`config.mk`:
```
export PLATFORM = sky130hd
export DESIGN_NAME = commit
export DESIGN_NICKNAME = d
export VERILOG_FILES = /design/src/logic/core_pkg.sv /design/src/logic/commit.sv
export SDC_FILE = /design/constraint.sdc
export NUM_CORES = 1
export LEC_CHECK = 0
export ABC_CLOCK_PERIOD_IN_PS = 1500
export BUFFER_PORTS_ARGS = -buffer_cell sky130_fd_sc_hd__clkbuf_2
export CORE_AREA = 5 5 161 163
export DETAILED_ROUTE_END_ITERATION = 10
export DIE_AREA = 0 0 166 168
export HOLD_SLACK_MARGIN = 0.02
export PLACE_DENSITY = 0.41
export SYNTH_ARGS = -nofsm -noshare
export SYNTH_HDL_FRONTEND = slang
export SYNTH_SLANG_ARGS = --single-unit
```
`constraint.sdc`:
```
create_clock -name clk -period 1.5 [get_ports clk]
set_input_delay 0.075 -clock clk [delete_from_list [all_inputs] [get_ports clk]]
set_output_delay 0.075 -clock clk [all_outputs]
set_load 0.02 [all_outputs]
```
`src/logic/core_pkg.sv`:
```
`default_nettype none

package core_pkg;

    // one architectural data word of the 64-bit core
    typedef logic [63:0] xlen_t;

    // register numbers address the 64-entry register file
    typedef logic [5:0] reg_num_t;

    // the branch unit always writes its next program counter here
    localparam reg_num_t pc_reg = 6'd63;

    // integer ALU operations, encoded in three bits
    typedef enum logic [2:0] {
        alu_add = 3'd0,
        alu_sub = 3'd1,
        alu_and = 3'd2,
        alu_or  = 3'd3,
        alu_xor = 3'd4,
        alu_sll = 3'd5,
        alu_srl = 3'd6,
        alu_slt = 3'd7
    } alu_op_t;

    // branch compares; blt is signed and bltu is unsigned
    typedef enum logic [1:0] {
        br_beq  = 2'd0,
        br_bne  = 2'd1,
        br_blt  = 2'd2,
        br_bltu = 2'd3
    } br_op_t;

    // request to one ALU, operands already read by the issue logic
    typedef struct packed {
        alu_op_t  op;
        xlen_t    a;
        xlen_t    b;
        reg_num_t rn;
    } alu_req_t;

    // the multiplier has two destinations, rn for lo and rn2 for hi
    typedef struct packed {
        xlen_t    a;
        xlen_t    b;
        reg_num_t rn;
        reg_num_t rn2;
    } adv_req_t;

    // branch request carries both candidates for the next pc
    typedef struct packed {
        br_op_t op;
        xlen_t  a;
        xlen_t  b;
        xlen_t  pc;
        xlen_t  target;
    } br_req_t;

    // a single register write, as seen by the register file port
    typedef struct packed {
        xlen_t    data;
        reg_num_t rn;
    } wb_t;

    // the registered multiplier result, both halves with their destinations
    typedef struct packed {
        xlen_t    lo;
        xlen_t    hi;
        reg_num_t rn;
        reg_num_t rn2;
    } adv_wb_t;

endpackage

`default_nettype wire
```
`src/logic/commit.sv`:
```
`timescale 1ns/1ps
`default_nettype none

module commit import core_pkg::*; (
    input  logic    clk,
    input  logic    rst_n,

    input  logic    alu1_valid,
    input  wb_t     alu1_result,
    input  logic    alu2_valid,
    input  wb_t     alu2_result,
    input  logic    adv_valid,
    input  adv_wb_t adv_result,
    input  logic    br_valid,
    input  xlen_t   br_result,

    output logic    alu1_stall,
    output logic    alu2_stall,
    output logic    adv_stall,
    output logic    br_stall,

    output logic    write_en,
    output wb_t     write
);

    // adv_lo is the normal arbitration state, adv_hi sends the second
    // half of a multiply whose lo half went out in the previous cycle
    typedef enum logic {
        adv_lo = 1'b0,
        adv_hi = 1'b1
    } adv_state_t;

    adv_state_t state;
    adv_state_t state_next;

    always_comb begin
        // every waiting unit is held unless it wins the port below
        alu1_stall = alu1_valid;
        alu2_stall = alu2_valid;
        adv_stall  = adv_valid;
        br_stall   = br_valid;
        write_en   = 1'b0;
        write      = '0;
        state_next = state;

        if (state == adv_hi) begin
            // the multiplier owns the port until its pair is complete
            write_en   = 1'b1;
            write.data = adv_result.hi;
            write.rn   = adv_result.rn2;
            adv_stall  = 1'b0;
            state_next = adv_lo;
        end else if (br_valid) begin
            write_en   = 1'b1;
            write.data = br_result;
            write.rn   = pc_reg;
            br_stall   = 1'b0;
        end else if (alu1_valid) begin
            write_en   = 1'b1;
            write      = alu1_result;
            alu1_stall = 1'b0;
        end else if (alu2_valid) begin
            write_en   = 1'b1;
            write      = alu2_result;
            alu2_stall = 1'b0;
        end else if (adv_valid) begin
            // lo goes out now, adv_stall stays high so hi is kept for later
            write_en   = 1'b1;
            write.data = adv_result.lo;
            write.rn   = adv_result.rn;
            state_next = adv_hi;
        end
    end

    always_ff @(posedge clk or negedge rst_n) begin
        if (!rst_n) begin
            state <= adv_lo;
        end else begin
            state <= state_next;
        end
    end

    // a write must always come from some unit holding a result
    a_write_has_source: assert property (
        @(posedge clk) disable iff (!rst_n)
        write_en |-> (alu1_valid || alu2_valid || adv_valid || br_valid)
    ) else $error("commit: write without a valid result");

    // the multiplier must still hold its result when hi is due
    a_hi_has_result: assert property (
        @(posedge clk) disable iff (!rst_n) (state == adv_hi) |-> adv_valid
    ) else $error("commit: adv_hi state without an advint result");

endmodule

`default_nettype wire

```
# Word level (Yosys, flattened, before mapping)
# Index checks and enable logic that the tools add are counted.
# classes
mux,21
# ops
operator,count
2-to-1 mux 70 bit,5
2-to-1 mux 1 bit,16
# word_totals
regBits,1
input_bits,350
out_inout_bits,75
elab_cells,22

# Depth between registers and ports, before layout
# depth
depth_word,5
ltp_mapped,6
depth_no_buf,3

# Worst setup path before layout
# Ideal clock, no wire load.
# synth_path
path_type,reg-to-output
startpoint,reg state
endpoint,out write[10] in the netlist's numbering
arrival_time_ns,1.315
required_ns,1.425
path_slack_ns,0.110
path_stages_with_launch,6
path_buffers,2
path_cell_list,dfrtp_1 -> nand2b_1 -> buf_2 -> buf_2 -> o22ai_1 -> a31oi_1
# synth_lines
element,line,source
"start, declared",commit.sv:33,adv_state_t state;
"start signal, assigned",commit.sv:77,state <= adv_lo;
"start signal, assigned",commit.sv:79,state <= state_next;
"end, declared",commit.sv:23,output wb_t write

==> run_results.csv <==
group,metric,value,unit
worst_setup_path,critPathArrivalTime,1.43,ns
final_layout,largest_register_ffs,1,
sta,fmax,663,MHz
final_layout,final_nets,1195,
sta,clock_skew,0,ns
outcome,violations_in_the_final_reports,"setup timing",
routing,ant_nets,0,
placed_design,dpl-instance-area,5250,sq um
routing,dr_pass1_iterations,6,
routing,drt-initial-drc-count,286,
sta,timing.setup.tns,-0.0154,ns
floorplanning,initial_standard_cell_utilization_of_the_core,10.5,%
floorplanning,fp.coreArea,24200,sq um
power,power.density_cell_area,337,nW/um^2
synth,synth_seq_cells,1,
synth,synth_largest_area_cell,"nand3b_1",
power,swShare,51.9,%
synth,synthesis.area,2530,sq um
placed_design,gp_routability_congestion,0.884,
synth,syn-mean-instance-area,6.08,sq um
final_layout,final_layout_fill_cell_count,2744,
sta,worst_slew_pin_slew,0.499,ns
power,power_leakage,2.77,nW
worst_setup_path,timing.critical_path.to_type,"output port",
power,seq_power_share,1.6,%
global_routing,grt_overflow,0,
synth,ys.warnings.count,0,
power,vdd_ir_drop_max,94.9,uV
synth,synthCells,416,
synth,synth_top_cell_area_share,19.0,%
power,netsw,0.946,mW
worst_setup_path,critPathRequiredTime,1.42,ns
synth,synth_area_leaders,"nand3b_1, a31oi_1, o22ai_1",
synth,synth_seq_area_share,0.989,%
sta,setup_ws,-0.00776,ns
final_layout,antennaDiodeCount,0,
worst_setup_path,cp-start-kind,"flop",
outcome,run_status,"finished with violations",
final_layout,fraction_of_final_layout_cells_with_drive_strength_greater_than_1,59.7,%
global_routing,grt_pass1_vias,5168,
final_layout,multi_input_comb_area,2170,sq um
cts,clk-insertion-delay-late,0,ns
global_routing,grt_first_pass_wirelength,29300,um
routing,avgRoutedWirePerCell,17.3,um
routing,drc_errors,0,
final_layout,flow.area_growth_from_synthesis,114,%
synth,distinct_cells_synth,25,
sta,final_number_of_hold_violating_endpoints,0,
cts,clkTransAtPathRegs,0,ns
sta,maxSlewHeadroom,66.7,%
floorplanning,placement_rows,57,
power,combinationalPowerShare,98.4,%
placed_design,buffer_ports.inserted,424,
synth,synth_fp_nets,766,
power,clock_power_share,0,%
worst_setup_path,cp_max_fo,17,
routing,vias,4999,
sta,grt_setup_unrepaired,"yes",
final_layout,finalCoreUtilization,22.4,%
routing,drt-total-wl,20200,um
final_layout,sequential_cell_area,25.0,sq um
sta,timing.final.max_slew_violations,0,
final_layout,largest_register,"state",
floorplanning,io_pins,425,
power,p_total,1.82,mW
sta,period_share,101,%
floorplanning,die_h,168,um
final_layout,final_design_area_no_fill,5410,sq um
placed_design,place_hpwl,16700,um
worst_setup_path,worstSetupPathType,"reg2out",
sta,hold_ws,0.383,ns
final_layout,top_regs,"state: 1 flops",
global_routing,gr-usage-all-layers,12.9,%
sta,timing.final.setup_violations,3,
worst_hold_path,min_path_type,"in2reg",
routing,routed_via_count_divided_by_cell_count,4.28,
floorplanning,floorplan.die_area,27900,sq um
flow_run,cap_viol_max_count,0,
sta,finalWorstPathRequiredPeriod,1.51,ns
floorplanning,die_w,166,um
global_routing,antenna_found_initial,0,
power,internal_power,0.878,mW
global_routing,largest_net_degree_at_the_start_of_global_routing,66,
## stage by stage
step / cells / setup WS (ns)
2_1_floorplan: 416 / 0.110
3_3_place_gp: 1160 / -0.0912
3_5_place_dp: 1160 / -0.0979
4_1_cts: 1165 / -0.0258
5_1_grt: 1167 / -0.0667
6_report: 1167 / -0.00776
## kinds of logic (layout without fill, tap and decap cells)
logic type / count (synthesis) / in the layout / synth area share, %
flip-flops: 1 / 1 / 0.989
AND/OR/NAND/NOR: 149 / 149 / 33.2
AO/OA/AOI/OAI: 211 / 211 / 50.6
buffers and inverters: 55 / 482 / 15.2
## worst paths after layout
check	start	endpoint	slack (ns)	cells after the start
hold reg to reg	state$_DFF_PN0_	state$_DFF_PN0_	0.61	2
hold / removal	br_valid	state$_DFF_PN0_	0.38	3
max in group asynchronous	rst_n	state$_DFF_PN0_	0.99	2
min in group asynchronous	rst_n	state$_DFF_PN0_	0.42	2
setup reg to reg	state$_DFF_PN0_	state$_DFF_PN0_	0.67	2
setup / recovery	state$_DFF_PN0_	write[28]	-0.008	6
## critical path, cell delays in order (launching register included)
cell,delay [ns]
dfrtp_1,0.39
nand2b_2,0.25
buf_12,0.18
buf_12,0.15
o22ai_1,0.18
a31oi_1,0.08
clkbuf_4,0.18
## power by group through the flow
stage	Sequential, mW	Combinational, mW	Clock (mW)
3_5_place_dp	0.0288	1.75	0
2_1_floorplan	0.0290	0.846	0
3_3_place_gp	0.0287	1.75	0
4_1_cts	0.0289	1.79	0
5_1_grt	0.0290	1.94	0
6_report	0.0289	1.79	0
## cells in the mapped netlist
| cell | instances |
|---|---|
| a21o_1 | 6 |
| a21oi_1 | 57 |
| a21oi_2 | 7 |
| a31oi_1 | 64 |
| and2_1 | 2 |
| buf_12 | 8 |
| buf_2 | 14 |
| buf_4 | 4 |
| buf_6 | 2 |
| clkbuf_1 | 26 |
| dfrtp_1 | 1 |
| inv_2 | 1 |
| nand2_1 | 76 |
| nand2b_1 | 1 |
| nand3b_1 | 64 |
| nor2b_1 | 1 |
| nor3b_1 | 1 |
| nor3b_4 | 1 |
| o21a_1 | 1 |
| o21ai_0 | 7 |
| o22a_1 | 6 |
| o22ai_1 | 63 |
| or2_1 | 1 |
| or3b_2 | 1 |
| or4_1 | 1 |
## layer usage
layer  wire (um)  vias up  part of all wire, %  GRT usage (%)
met3        1360       26                  6.7           2.04
met1        7770     2249                   38           14.9
met4         518        0                  2.6           3.41
met5           0        -                    0              0
met2       10500      251                   52           24.6
li1            -     2473                    -              -
## cell usage in the layout, fill, tap and decap left out, drive strengths merged, types with 6 or more instances in the layout
cell type	Yosys	final
a21o	6	6
a21oi	64	64
o21ai	7	7
clkbuf	26	389
nand3b	64	64
buf	28	90
a31oi	64	64
o22a	6	6
o22ai	63	63
nand2	76	76
## what timing repair did
item / CTS / global route
cloned: 1 / 0
hold buffers: 1 / 0
buffers inserted: 3 / 2
pin swaps: 0 / 1
resized for setup: 7 / 49
hold endpoints to repair: 1 / 0
endpoints found under the setup margin: 48 / 51
## cell type report
class,count,area share [%]
repair buffers,481,51.7
inverters,1,0.162
well taps,324,7.50
multi-input cells,360,40.2
flip-flops and latches,1,0.463
Power figures use the tool's default switching activity.
