===== config.mk =====
export PLATFORM = sky130hd
export DESIGN_NAME = branch_unit
export DESIGN_NICKNAME = d
export VERILOG_FILES = /design/src/logic/core_pkg.sv /design/src/logic/branch_unit.sv
export SDC_FILE = /design/constraint.sdc
export NUM_CORES = 1
export LEC_CHECK = 0
export BUFFER_PORTS_ARGS = -buffer_cell sky130_fd_sc_hd__buf_2
export CAP_MARGIN = 25
export CORE_MARGIN = 8
export CORE_UTILIZATION = 46
export DETAILED_ROUTE_END_ITERATION = 16
export PLACE_DENSITY = 0.81
export SLEW_MARGIN = 20
export SYNTH_ARGS = -nofsm -noshare
export SYNTH_HDL_FRONTEND = slang
export SYNTH_SLANG_ARGS = --single-unit
export TNS_END_PERCENT = 50

===== constraint.sdc =====
create_clock -name clk -period 0.9 [get_ports clk]
set_input_delay 0.225 -clock clk [delete_from_list [all_inputs] [get_ports clk]]
set_output_delay 0.225 -clock clk [all_outputs]
set_load 0.03 [all_outputs]

===== src/logic/core_pkg.sv =====
`default_nettype none

package core_pkg;

    // one architectural data word of the 64-bit core
    typedef logic [63:0] xlen_t;

    // register numbers address the 64-entry register file
    typedef logic [5:0] reg_num_t;

    // the branch unit always writes its next program counter here
    localparam reg_num_t pc_reg = 6'd63;

    // integer ALU operations, encoded in three bits
    typedef enum logic [2:0] {
        alu_add = 3'd0,
        alu_sub = 3'd1,
        alu_and = 3'd2,
        alu_or  = 3'd3,
        alu_xor = 3'd4,
        alu_sll = 3'd5,
        alu_srl = 3'd6,
        alu_slt = 3'd7
    } alu_op_t;

    // branch compares; blt is signed and bltu is unsigned
    typedef enum logic [1:0] {
        br_beq  = 2'd0,
        br_bne  = 2'd1,
        br_blt  = 2'd2,
        br_bltu = 2'd3
    } br_op_t;

    // request to one ALU, operands already read by the issue logic
    typedef struct packed {
        alu_op_t  op;
        xlen_t    a;
        xlen_t    b;
        reg_num_t rn;
    } alu_req_t;

    // the multiplier has two destinations, rn for lo and rn2 for hi
    typedef struct packed {
        xlen_t    a;
        xlen_t    b;
        reg_num_t rn;
        reg_num_t rn2;
    } adv_req_t;

    // branch request carries both candidates for the next pc
    typedef struct packed {
        br_op_t op;
        xlen_t  a;
        xlen_t  b;
        xlen_t  pc;
        xlen_t  target;
    } br_req_t;

    // a single register write, as seen by the register file port
    typedef struct packed {
        xlen_t    data;
        reg_num_t rn;
    } wb_t;

    // the registered multiplier result, both halves with their destinations
    typedef struct packed {
        xlen_t    lo;
        xlen_t    hi;
        reg_num_t rn;
        reg_num_t rn2;
    } adv_wb_t;

endpackage

`default_nettype wire

===== src/logic/branch_unit.sv =====
`timescale 1ns/1ps
`default_nettype none

module branch_unit import core_pkg::*; (
    input  logic    clk,
    input  logic    rst_n,
    input  logic    issue,
    input  br_req_t req,
    input  logic    stall,
    output logic    valid,
    output xlen_t   result
);

    // compare outcome and the pc that follows from it
    logic  taken;
    xlen_t next_pc;

    always_comb begin
        case (req.op)
            br_beq:  taken = (req.a == req.b);
            br_bne:  taken = (req.a != req.b);
            br_blt:  taken = ($signed(req.a) < $signed(req.b));
            br_bltu: taken = (req.a < req.b);
            default: taken = 1'b0;
        endcase
    end

    // fall through is the next sequential instruction, four bytes on
    assign next_pc = taken ? req.target : req.pc + xlen_t'(4);

    always_ff @(posedge clk or negedge rst_n) begin
        if (!rst_n) begin
            valid <= 1'b0;
        end else if (!stall) begin
            valid <= issue;
        end
    end

    // no destination is stored, commit always sends this to pc_reg
    always_ff @(posedge clk) begin
        if (!stall && issue) begin
            result <= next_pc;
        end
    end

    // branch has top priority so it is only stalled behind a hi write
    a_no_issue_in_stall: assert property (
        @(posedge clk) disable iff (!rst_n) stall |-> !issue
    ) else $error("branch_unit: issue while stalled");

endmodule

`default_nettype wire


* Yosys cells after proc, flatten, opt, wreduce, memory -nomap -nowiden
Cells that the tools add are included.
Storage, ports and cells: register bits after elaboration 65, bits of input ports 262, output and inout bits 65, logic and storage cells 15
Operators by class: add/subtract/negate cells 1, $lt $le $gt $ge 2, equal/unequal tests 5, mux-type cells 2, reduce and logical (&&, ||, !) cells 3
Operator list (count):
- $lt 64x64->1 | 2
- $add 64x3->64 const B | 1
- $eq 64x64->1 | 1
- $mux 64 | 1
- $ne 64x64->1 | 1
- $eq 2x2->1 const B | 2
- $pmux 1 s4 | 1
- $eq 2x1->1 const B | 1
- $logic_not 2->1 | 1
- $logic_and 1x1->1 | 1
- $logic_not 1->1 | 1

* Logic depth before layout (Yosys ltp)
Gate-level depths: netlist of run 1.
depth after elaboration 3, gate-level depth with buffers 11

* Worst setup path after synthesis of run 1
Ideal clock, no wire load.
kind input to register, start point input port stall, end point register result[0] (enable), library setup time 0.497 ns, data arrival time 3.120 ns, data required time 0.403 ns, slack -2.717 ns, stages 1, buffers on the path 0, path through nor2b_1
On the way: word-level cells in the longest chain between the ends 2
Ends and longest elaborated chain:
- start, declared | RTL line branch_unit.sv:9 | input logic stall,
- $logic_not 1->1 | RTL line branch_unit.sv:41 | if (!stall && issue) begin
- $logic_and 1x1->1 | RTL line branch_unit.sv:41
- end signal, assigned | RTL line branch_unit.sv:42 | result <= next_pc;
- end, declared | RTL line branch_unit.sv:11 | output xlen_t result
Every way passes these cells. A chain may end at the register's enable or synchronous reset.

* Final worst setup path of run 1
start point input port req[145] (netlist name), end point register result[45], data pin
On the way: word-level cells in the longest chain between the ends 3, elaborated cells on any way between the ends 6
Ends and longest elaborated chain:
- start, declared | RTL line branch_unit.sv:8 | input br_req_t req,
- $lt 64x64->1, or another cell as far along | RTL line branch_unit.sv:23 | br_bltu: taken = (req.a < req.b);
- $pmux 1 s4 * | RTL line branch_unit.sv:19 | case (req.op)
- $mux 64 * | RTL line branch_unit.sv:29 | assign next_pc = taken ? req.target : req.pc + xlen_t'(4);
- via next_pc[45] | RTL line branch_unit.sv:16 | xlen_t next_pc;
Mark *: on every way through the listed nets, which the timed path passes. The rest lies on a longest branch.

==> results_dict.tcl, run 1 <==
set metrics [dict create \
    status "finished, violations left" \
    failed_checks "setup timing" \
    cts_root_buffer "clkbuf_16" \
    wirelength_um 23700 \
    yosysUniqueCellTypes 48 \
    track_usage_pct 27.8 \
    synth_seq_cells 65 \
    antenna_found_initial 9 \
    synth_cells 551 \
    finalClockSkew_ps 0 \
    insertion_delay_ps 330 \
    startpoint_type "input port" \
    row_count 41 \
    holdCritStartpoint "stall" \
    r2r_start "valid" \
    die_area_sq_um 16600 \
    power.leakage_nw 4.71 \
    grt_pass1_wl_um 35300 \
    gp_congestion 0.833 \
    cap_violations 0 \
    hpwlAfterDp_um 17900 \
    async_flop_share_pct 1.54 \
    drc 0 \
    cp-endpoint "result[45]" \
    synth_edf_count 64 \
    critical_path_class "in2reg" \
    final_common_cell "buf_2" \
    fillerInstances 805 \
    first_pass_iters 5 \
    layout_common_cells "264 x buf_2, 104 x buf_4, 64 x edfxtp_1" \
    ys_seq_area_share_pct 33.3 \
    io_pins 327 \
    dr_total_vias 6243 \
    die_height_um 129 \
    via_per_inst 5.33 \
    endpoint_kind "flip-flop" \
    clockBufferDepth 2 \
    clkSlewWorstSetupHoldPaths_ps 50 \
    syn_area_sq_um 5840 \
    grt_pass1_vias 6789 \
    fin_crit_sh_pct 299 \
    path_max_fanout 5 \
    final_nets 1316 \
    worstPathArrival_ps 2770 \
    ff2ff_setup_slack_ps 170 \
    final_util_pct 75.0 \
    power_per_cell_area_nw_per_um2 1190 \
    portBuffers 326 \
    syn_nets 878 \
    cts_sinks 65 \
    reg2reg_to "valid" \
    cts_buffers 9 \
    layout-drive-gt1-share_pct 55.6 \
    grt_overflow 0 \
    fin_crit_ps 2690 \
    wl_per_cell_um 20.3 \
    syn_area_per_cell_sq_um 10.6 \
    htree_levels 3 \
    setup_viol_count_final 129 \
    cp-startpoint "req[145]" \
    dp_slack_ps -2100 \
    hold_class "in2reg" \
    initial_core_util_pct 46.6 \
    yosys_warnings 0 \
    grt_max_degree 47 \
    grt_setup_unrepaired "true" \
    final.setup.worst_slack_ps -1790 \
    cts_tree "done" \
    required_ps 980 \
    antenna_left 0 \
    worst_pin_slew_ps 441 \
    r2r_cells 1 \
    stdcell_area_sq_um 9380 \
    fmax_mhz 372 \
    core_sq_um 12500 \
    hold_violations 0 \
    placed_area_sq_um 8560 \
    max-vdd-ir-drop_v 0.000974 \
    die_w_um 129 \
    synthFlopType "edfxtp_1" \
    power_mw 11.2 \
    relSlewSlack_pct 70.4 \
    slew_violations 0 \
    drtIter0Drc 421 \
    syn_to_final_growth_pct 60.7 \
]
## timing repair
item	4_1_cts	5_1_grt
gates resized for setup	122	5
hold buffers	1	0
endpoints found under the hold margin	1	0
gates cloned	2	0
setup buffers	5	0
endpoints found under the setup margin	129	129
## layout make-up
type	instances	area, sq um	area share, %
Multi-Input combinational cell	406	3710	39.5
Timing Repair Buffer	438	2970	31.6
Inverter	69	267	2.84
Clock buffer	13	250	2.67
Clock inverter	3	17.5	0.187
Antenna cell	6	15.0	0.160
Sequential cell	65	1950	20.7
Tap cell	172	215	2.29
## worst max-delay path, cell delays in order
cell and delay, ps:
buf_8 100, inv_4 50, ha_4 190, a21oi_2 140, o21ai_1 90, a221o_1 360, o31ai_2 260, o21ai_1 100
or4_4 500, nand3_4 170, buf_12 150, buf_16 130, mux2_4 310
## sequential cells by signal (all words and copies together), names as in the netlist
name / count
valid: 1
result: 64
## worst min path at each step
stage,endpoint,slack (ps),depth (start not counted)
floorplan,valid,-70,0
global placement,valid,-0.7,1
detailed placement,valid,7,1
CTS,valid,180,2
global route,valid,180,2
finish,valid,180,2
## metal layers
layer  wire [um]  track usage, %  up-vias
li1            -               -     2856
met1        7630            25.1     2873
met2       12200            51.8      407
met3        2670            10.9       99
met4        1220            16.0        8
met5          44               0        -
## Yosys cell counts (2+ instances only)
| library cell | instances | area, sq um |
|---|---|---|
| mux2_2 | 4 | 45.0 |
| and3_1 | 17 | 106 |
| nor2_1 | 27 | 101 |
| buf_2 | 3 | 15.0 |
| inv_1 | 69 | 259 |
| edfxtp_1 | 64 | 1920 |
| ha_1 | 65 | 813 |
| mux2i_1 | 2 | 20.0 |
| nand4_1 | 24 | 150 |
| nor2b_1 | 3 | 18.8 |
| xor2_1 | 23 | 201 |
| o21ai_0 | 5 | 25.0 |
| nand2b_1 | 2 | 12.5 |
| a21oi_2 | 2 | 17.5 |
| buf_12 | 6 | 120 |
| nand2_1 | 41 | 154 |
| a21o_1 | 8 | 60.1 |
| a21oi_1 | 23 | 115 |
| mux2_4 | 58 | 871 |
| nor3_1 | 6 | 30.0 |
| nand3_1 | 31 | 155 |
| and4_1 | 4 | 35.0 |
| xnor2_1 | 37 | 324 |
| clkbuf_1 | 2 | 7.51 |
| a211oi_1 | 2 | 15.0 |
## cells by family (layout without fill, tap and decap cells)
group	Yosys count	count (layout)	share of synthesized area [%]
XOR/XNOR	60	60	9.00
adder cells (fa/ha/maj)	65	65	13.9
multiplexers	64	64	16.0
buffers and inverters	80	523	6.88
AND/OR/NAND/NOR	166	166	14.9
other	0	6	0
AO/OA/AOI/OAI	51	51	5.96
flip-flops	65	65	33.3
## report_power, final
part / total (mW) / internal [mW] / switching (mW)
clock: 3.19 / 1.93 / 1.26
combinational: 4.19 / 2.24 / 1.95
sequential: 3.81 / 3.68 / 0.136
## metrics by stage
step	std cells	hold slack, ps	TNS [ps]
finish	1172	178	-124880
global route	1171	179	-132170
CTS	1166	179	-121790
detailed placement	1142	7.07	-146020
global placement	1142	-0.664	-142530
floorplan	551	-70.6	-161560
Note: power is estimated with default switching activity, not from simulation.
==> run 2, diff against run 1 <==
--- a/config.mk
+++ b/config.mk
@@ -5,12 +5,12 @@
 export SDC_FILE = /design/constraint.sdc
 export NUM_CORES = 1
 export LEC_CHECK = 0
-export BUFFER_PORTS_ARGS = -buffer_cell sky130_fd_sc_hd__buf_2
 export CAP_MARGIN = 25
-export CORE_MARGIN = 8
-export CORE_UTILIZATION = 46
+export CORE_AREA = 8 8 122 124
 export DETAILED_ROUTE_END_ITERATION = 16
-export PLACE_DENSITY = 0.81
+export DIE_AREA = 0 0 130 132
+export DONT_BUFFER_PORTS = 1
+export PLACE_DENSITY = 0.58
 export SLEW_MARGIN = 20
 export SYNTH_ARGS = -nofsm -noshare
 export SYNTH_HDL_FRONTEND = slang
==> constraint.sdc (replaced) <==
create_clock -name clk -period 0.9 [get_ports clk]
set_input_delay 0.225 -clock clk [delete_from_list [all_inputs] [get_ports clk]]
set_output_delay 0.225 -clock clk [all_outputs]
set_load 0.1 [all_outputs]
==> run 2 against run 1 <==
Effect of this change: the run still ends with setup timing left; global-route usage down 6.0 points; combinational power grew 24%; via count decreased by 25%; die area increased by 3.7%; flip-flop and latch count unchanged; worst hold slack got worse by 170 ps; register-to-register slack improved by 30 ps; sequential share of layout area increased by 2.4 points; routed wire length is 18% lower; non-clock buffer count shrank 312; setup slack improved by 180 ps; maximum frequency rose by 7.2%.
==> results_dict.tcl, run 2 (same netlist as run 1, synthesis figures left out) <==
set metrics [dict create \
    top_regs "result (64), valid (1)" \
    layout-drive-gt1-share_pct 36.5 \
    cts_buffers 9 \
    final_nets 1004 \
    critPathSlowestCell "or4_4" \
    register_area_sq_um 1950 \
    drc 0 \
    setup_viol_count_final 129 \
    grt_overflow 0 \
    finalClockSkew_ps 0 \
    antenna_left 0 \
    layout_common_cells "70 x buf_12, 64 x edfxtp_1, 61 x mux2_4" \
    final.setup.worst_slack_ps -1610 \
    crit_chain "ha_4, a21oi_2, nand2_1, a221o_1, o31ai_2, o21ai_1, or4_4, nand3_4, buf_6, clkbuf_16, mux2_4" \
    fin_crit_sh_pct 279 \
    first_pass_iters 5 \
    p_int_mw 7.94 \
    cp_num_buf_inv 2 \
    top_register "result" \
    final_common_cell "buf_12" \
    io_pins 327 \
    power_mw 12.2 \
    fin_crit_ps 2510 \
    cap_violations 0 \
    initial_core_util_pct 45.0 \
    insertion_delay_ps 330 \
    dr_total_vias 4699 \
    htree_levels 3 \
    startpoint_type "input port" \
    endpoint_kind "flip-flop" \
    core_sq_um 13000 \
    syn_to_final_growth_pct 44.1 \
    final_util_pct 64.8 \
    fillerInstances 985 \
    wl_per_cell_um 22.7 \
    clkSlewWorstSetupHoldPaths_ps 50 \
    grt_pass1_wl_um 28600 \
    highest_layer "met4" \
    whs_ps 10.4 \
    portBuffers 0 \
    critPathTopFamily "compound AO/OA/AOI/OAI gates" \
    met3_length_um 2360 \
    switching_share_pct 34.9 \
    final_cells 860 \
    via_per_inst 5.46 \
    cts_tree "done" \
    row_count 42 \
    slew_violations 0 \
    antenna_found_initial 2 \
    track_usage_pct 21.8 \
    clkPwrFrac_pct 25.7 \
    relSlewSlack_pct 78.1 \
    hold_violations 0 \
    path_max_fanout 5 \
    critical_path_class "in2reg" \
    die_area_sq_um 17200 \
    worst_pin_slew_ps 328 \
    status "finished, violations left" \
    wl_met1_um 6040 \
    grt_pass1_vias 5138 \
    wl_met2_um 10600 \
    comb_power_share_pct 42.4 \
    r2r_start "valid" \
    cp-startpoint "req[222]" \
    hold_class "in2reg" \
    cts_root_buffer "clkbuf_16" \
    clockBufferDepth 2 \
    die_w_um 130 \
    holdCritStartpoint "stall" \
    required_ps 980 \
    drtIter0Drc 201 \
    hpwlAfterDp_um 16500 \
    p_switching_mw 4.26 \
    largest_reg_flops 64 \
    cts_sinks 65 \
    power_per_cell_area_nw_per_um2 1450 \
    dp_cells 827 \
    grt_max_degree 52 \
    multiInputGateArea_sq_um 3760 \
    die_height_um 132 \
    worstPathArrival_ps 2590 \
    pwr-share-seq_pct 31.8 \
    wirelength_um 19500 \
    failed_checks "setup timing" \
    setup_tns_ps -116680 \
    max-vdd-ir-drop_v 0.000793 \
    critPathMaxStageDelay_ps 500 \
    power.leakage_nw 3.69 \
    gp_congestion 0.808 \
    fmax_mhz 398 \
    grt_setup_unrepaired "true" \
]
==> run 2: cell types whose count changed in the layout (fill, tap and decap cells not counted), moves of 2 or more <==
cell / previous run / this run
ha_4: 14 / 17
ha_1: 51 / 48
buf_2: 264 / 0
clkbuf_16: 9 / 12
buf_4: 104 / 43
diode_2: 6 / 2
inv_6: 0 / 2
buf_6: 60 / 7
buf_12: 5 / 70
==> run 2: path summary, 6_finish.rpt <==
check | end | slack [ps] | depth (start not counted)
max | result[19] | -1610 | 11
min | valid | 10 | 1
max reg2reg | valid | 200 | 1
min reg2reg | valid | 560 | 1
max in group asynchronous | valid | 700 | 1
min in group asynchronous | valid | 100 | 1
==> run 2: routing by layer <==
layer	up-vias	track usage (%)
li1	2231	-
met1	2195	19.2
met2	245	41.7
met3	28	9.39
met4	0	8.97
met5	-	0
==> run 2: final cells by class <==
| type | instances | share of cell area (%) |
|---|---|---|
| multi-input cells | 406 | 44.7 |
| flip-flops and latches | 65 | 23.1 |
| repair buffers | 126 | 23.1 |
| inverters | 69 | 3.26 |
| clock buffers | 13 | 2.97 |
| well taps | 176 | 2.62 |
| clock inverters | 3 | 0.208 |
| diodes | 2 | 0.0595 |
==> run 2: through the flow <==
stage                     setup slack, ps  area [sq um]
after floorplan                     -1790          6030
final                               -1610          8410
after CTS                           -1640          8290
after detailed placement            -2030          7800
after global placement              -1980          7800
after global routing                -1700          8410
==> run 2: power by group through the flow <==
| stage | registers (mW) | logic [mW] | clock network (mW) |
|---|---|---|---|
| 2_1_floorplan | 5.59 | 1.68 | 0 |
| 3_3_place_gp | 3.93 | 4.70 | 0 |
| 3_5_place_dp | 3.95 | 4.81 | 0 |
| 4_1_cts | 3.89 | 5.07 | 3.19 |
| 5_1_grt | 3.91 | 5.40 | 3.29 |
| 6_report | 3.89 | 5.18 | 3.14 |
==> run 2: timing repair <==
action / CTS / global route
gates cloned: 3 / 3
setup endpoints to repair: 129 / 129
endpoints found under the hold margin: 1 / 0
hold buffers: 1 / 0
buffers inserted: 6 / 3
gates resized for setup: 21 / 9
pin swaps: 4 / 4
==> run 3, diff against run 2 <==
--- a/config.mk
+++ b/config.mk
@@ -10,7 +10,8 @@
 export DETAILED_ROUTE_END_ITERATION = 16
 export DIE_AREA = 0 0 130 132
 export DONT_BUFFER_PORTS = 1
-export PLACE_DENSITY = 0.58
+export PLACE_DENSITY = 0.6
+export RECOVER_POWER = 100
 export SLEW_MARGIN = 20
 export SYNTH_ARGS = -nofsm -noshare
 export SYNTH_HDL_FRONTEND = slang
==> constraint.sdc (replaced) <==
create_clock -name clk -period 2.1 [get_ports clk]
set_input_delay 0.525 -clock clk [delete_from_list [all_inputs] [get_ports clk]]
set_output_delay 0.525 -clock clk [all_outputs]
set_load 0.1 [all_outputs]
==> run 3 against run 2 <==
Effect of this change: cell area fell by 11%; the flow still finishes with violations (setup timing); via count fell by 0.94%; clock skew did not move; first-iteration DRC count rose by 7.0%; clock power fell by 50%; highest routed layer unchanged; sequential power fell by 59%; die area did not move; setup slack improved by 880 ps; register-to-register slack improved by 400 ps; worst hold slack improved by 310 ps; global-route usage fell by 0.88 points; routed wire length fell by 3.5%.
==> results_dict.tcl, run 3 (same netlist as run 1, synthesis figures left out) <==
set metrics [dict create \
    io_pins 327 \
    grt_pass1_vias 5094 \
    fillerInstances 1093 \
    status "finished, violations left" \
    critical_path_class "in2reg" \
    grt_overflow 0 \
    grt_max_degree 66 \
    power_per_cell_area_nw_per_um2 677 \
    grt_setup_unrepaired "true" \
    first_pass_iters 4 \
    hpwlAfterDp_um 16000 \
    antenna_left 0 \
    clkSlewWorstSetupHoldPaths_ps 50 \
    row_count 42 \
    hold_class "in2reg" \
    required_ps 2170 \
    failed_checks "setup timing" \
    insertion_delay_ps 320 \
    hold_violations 0 \
    track_usage_pct 21.0 \
    reg2reg_to "valid" \
    die_area_sq_um 17200 \
    antenna_found_initial 0 \
    ff2ff_setup_slack_ps 600 \
    dp_cells 826 \
    r2r_start "valid" \
    cp-startpoint "req[222]" \
    holdCritStartpoint "stall" \
    cts_buffers 9 \
    die_height_um 132 \
    portBuffers 0 \
    core_sq_um 13000 \
    r2r_cells 2 \
    cts_sinks 65 \
    wl_per_cell_um 22.0 \
    diodes 0 \
    layout_common_cells "64 x clkbuf_2, 64 x edfxtp_1, 59 x mux2_4" \
    via_per_inst 5.43 \
    drc 0 \
    initial_core_util_pct 45.0 \
    worstPathArrival_ps 2900 \
    setup_viol_count_final 64 \
    top_regs "result (64), valid (1)" \
    slew_violations 0 \
    register_area_sq_um 1950 \
    multiInputGateArea_sq_um 3760 \
    gp_congestion 0.922 \
    cts_tree "done" \
    whs_ps 316 \
    clockBufferDepth 2 \
    final.setup.worst_slack_ps -731 \
    power.leakage_nw 3.34 \
    top_register "result" \
    worst_pin_slew_ps 1220 \
    cp-endpoint "result[30]" \
    wirelength_um 18900 \
    startpoint_type "input port" \
    fin_crit_ps 2830 \
    die_w_um 130 \
    power_mw 5.06 \
    finalClockSkew_ps 0 \
    htree_levels 3 \
    syn_to_final_growth_pct 28.0 \
    setup_tns_ps -43240 \
    endpoint_kind "flip-flop" \
    relSlewSlack_pct 18.6 \
    grt_pass1_wl_um 27600 \
    largest_reg_flops 64 \
    max-vdd-ir-drop_v 0.000408 \
    cap_violations 0 \
    final_util_pct 57.6 \
    dr_total_vias 4655 \
    layout-drive-gt1-share_pct 37.3 \
    final_nets 1003 \
    fmax_mhz 353 \
    fin_crit_sh_pct 135 \
    path_max_fanout 5 \
    final_cells 857 \
    drtIter0Drc 215 \
    cts_root_buffer "clkbuf_16" \
]
## run 3: cell count changes in the layout (fill, tap and decap cells not counted), sizes merged
| cell | previous run | this run |
|---|---|---|
| buf | 122 | 56 |
| bufinv | 0 | 2 |
| clkbuf | 16 | 79 |
| clkinv | 2 | 1 |
| clkinvlp | 1 | 2 |
| diode | 2 | 0 |
## run 3: metrics by stage
| step | instance area [sq um] | setup WS, ps |
|---|---|---|
| after floorplan | 6030 | -891 |
| after global placement | 6980 | -1070 |
| after detailed placement | 6980 | -1100 |
| after CTS | 7570 | -717 |
| after global routing | 7470 | -801 |
| final | 7470 | -731 |
## run 3: worst max-delay path: stages
cell and delay [ps]:
ha_4 230, nand4_1 130, nor3_2 70, a221o_1 350
o31ai_2 190, o21ai_1 90, or4_4 530, nand3_4 130
buf_12 120, buf_12 100, clkbuf_16 140, mux2_4 290
## run 3: cell type report
| type | instances | area share [%] |
|---|---|---|
| Clock buffer | 11 | 3.11 |
| Clock inverter | 5 | 1.07 |
| Inverter | 69 | 3.73 |
| Multi-Input combinational cell | 406 | 50.4 |
| Sequential cell | 65 | 26.1 |
| Tap cell | 176 | 2.95 |
| Timing Repair Buffer | 125 | 12.7 |
## run 3: worst min path at each step
stage | to | slack, ps | depth (start not counted)
after floorplan | valid | 230 | 0
after global placement | valid | 230 | 0
after detailed placement | valid | 230 | 0
after CTS | valid | 310 | 1
after global routing | valid | 320 | 1
final | valid | 320 | 1
## run 3: report_power, final
part	total, mW	switching [mW]	internal (mW)
Sequential	1.60	0.0289	1.57
Clock	1.58	0.542	1.04
Combinational	1.88	1.21	0.673
## run 3: per-layer routing
layer / part of all wire [%] / global-route usage (%) / up-vias
met5: 0 / 0 / -
met4: 2.2 / 7.10 / 0
met3: 13 / 9.83 / 24
met2: 53 / 39.9 / 245
met1: 32 / 18.6 / 2169
li1: - / - / 2217
## run 3: what timing repair did
| action | in CTS | in global routing |
|---|---|---|
| setup buffers | 10 | 0 |
| gates cloned | 2 | 2 |
| resized for setup | 20 | 9 |
| pin swaps | 14 | 2 |
| endpoints found under the setup margin | 64 | 64 |
| hold endpoints to repair | 1 | 0 |
| hold buffers | 1 | 0 |
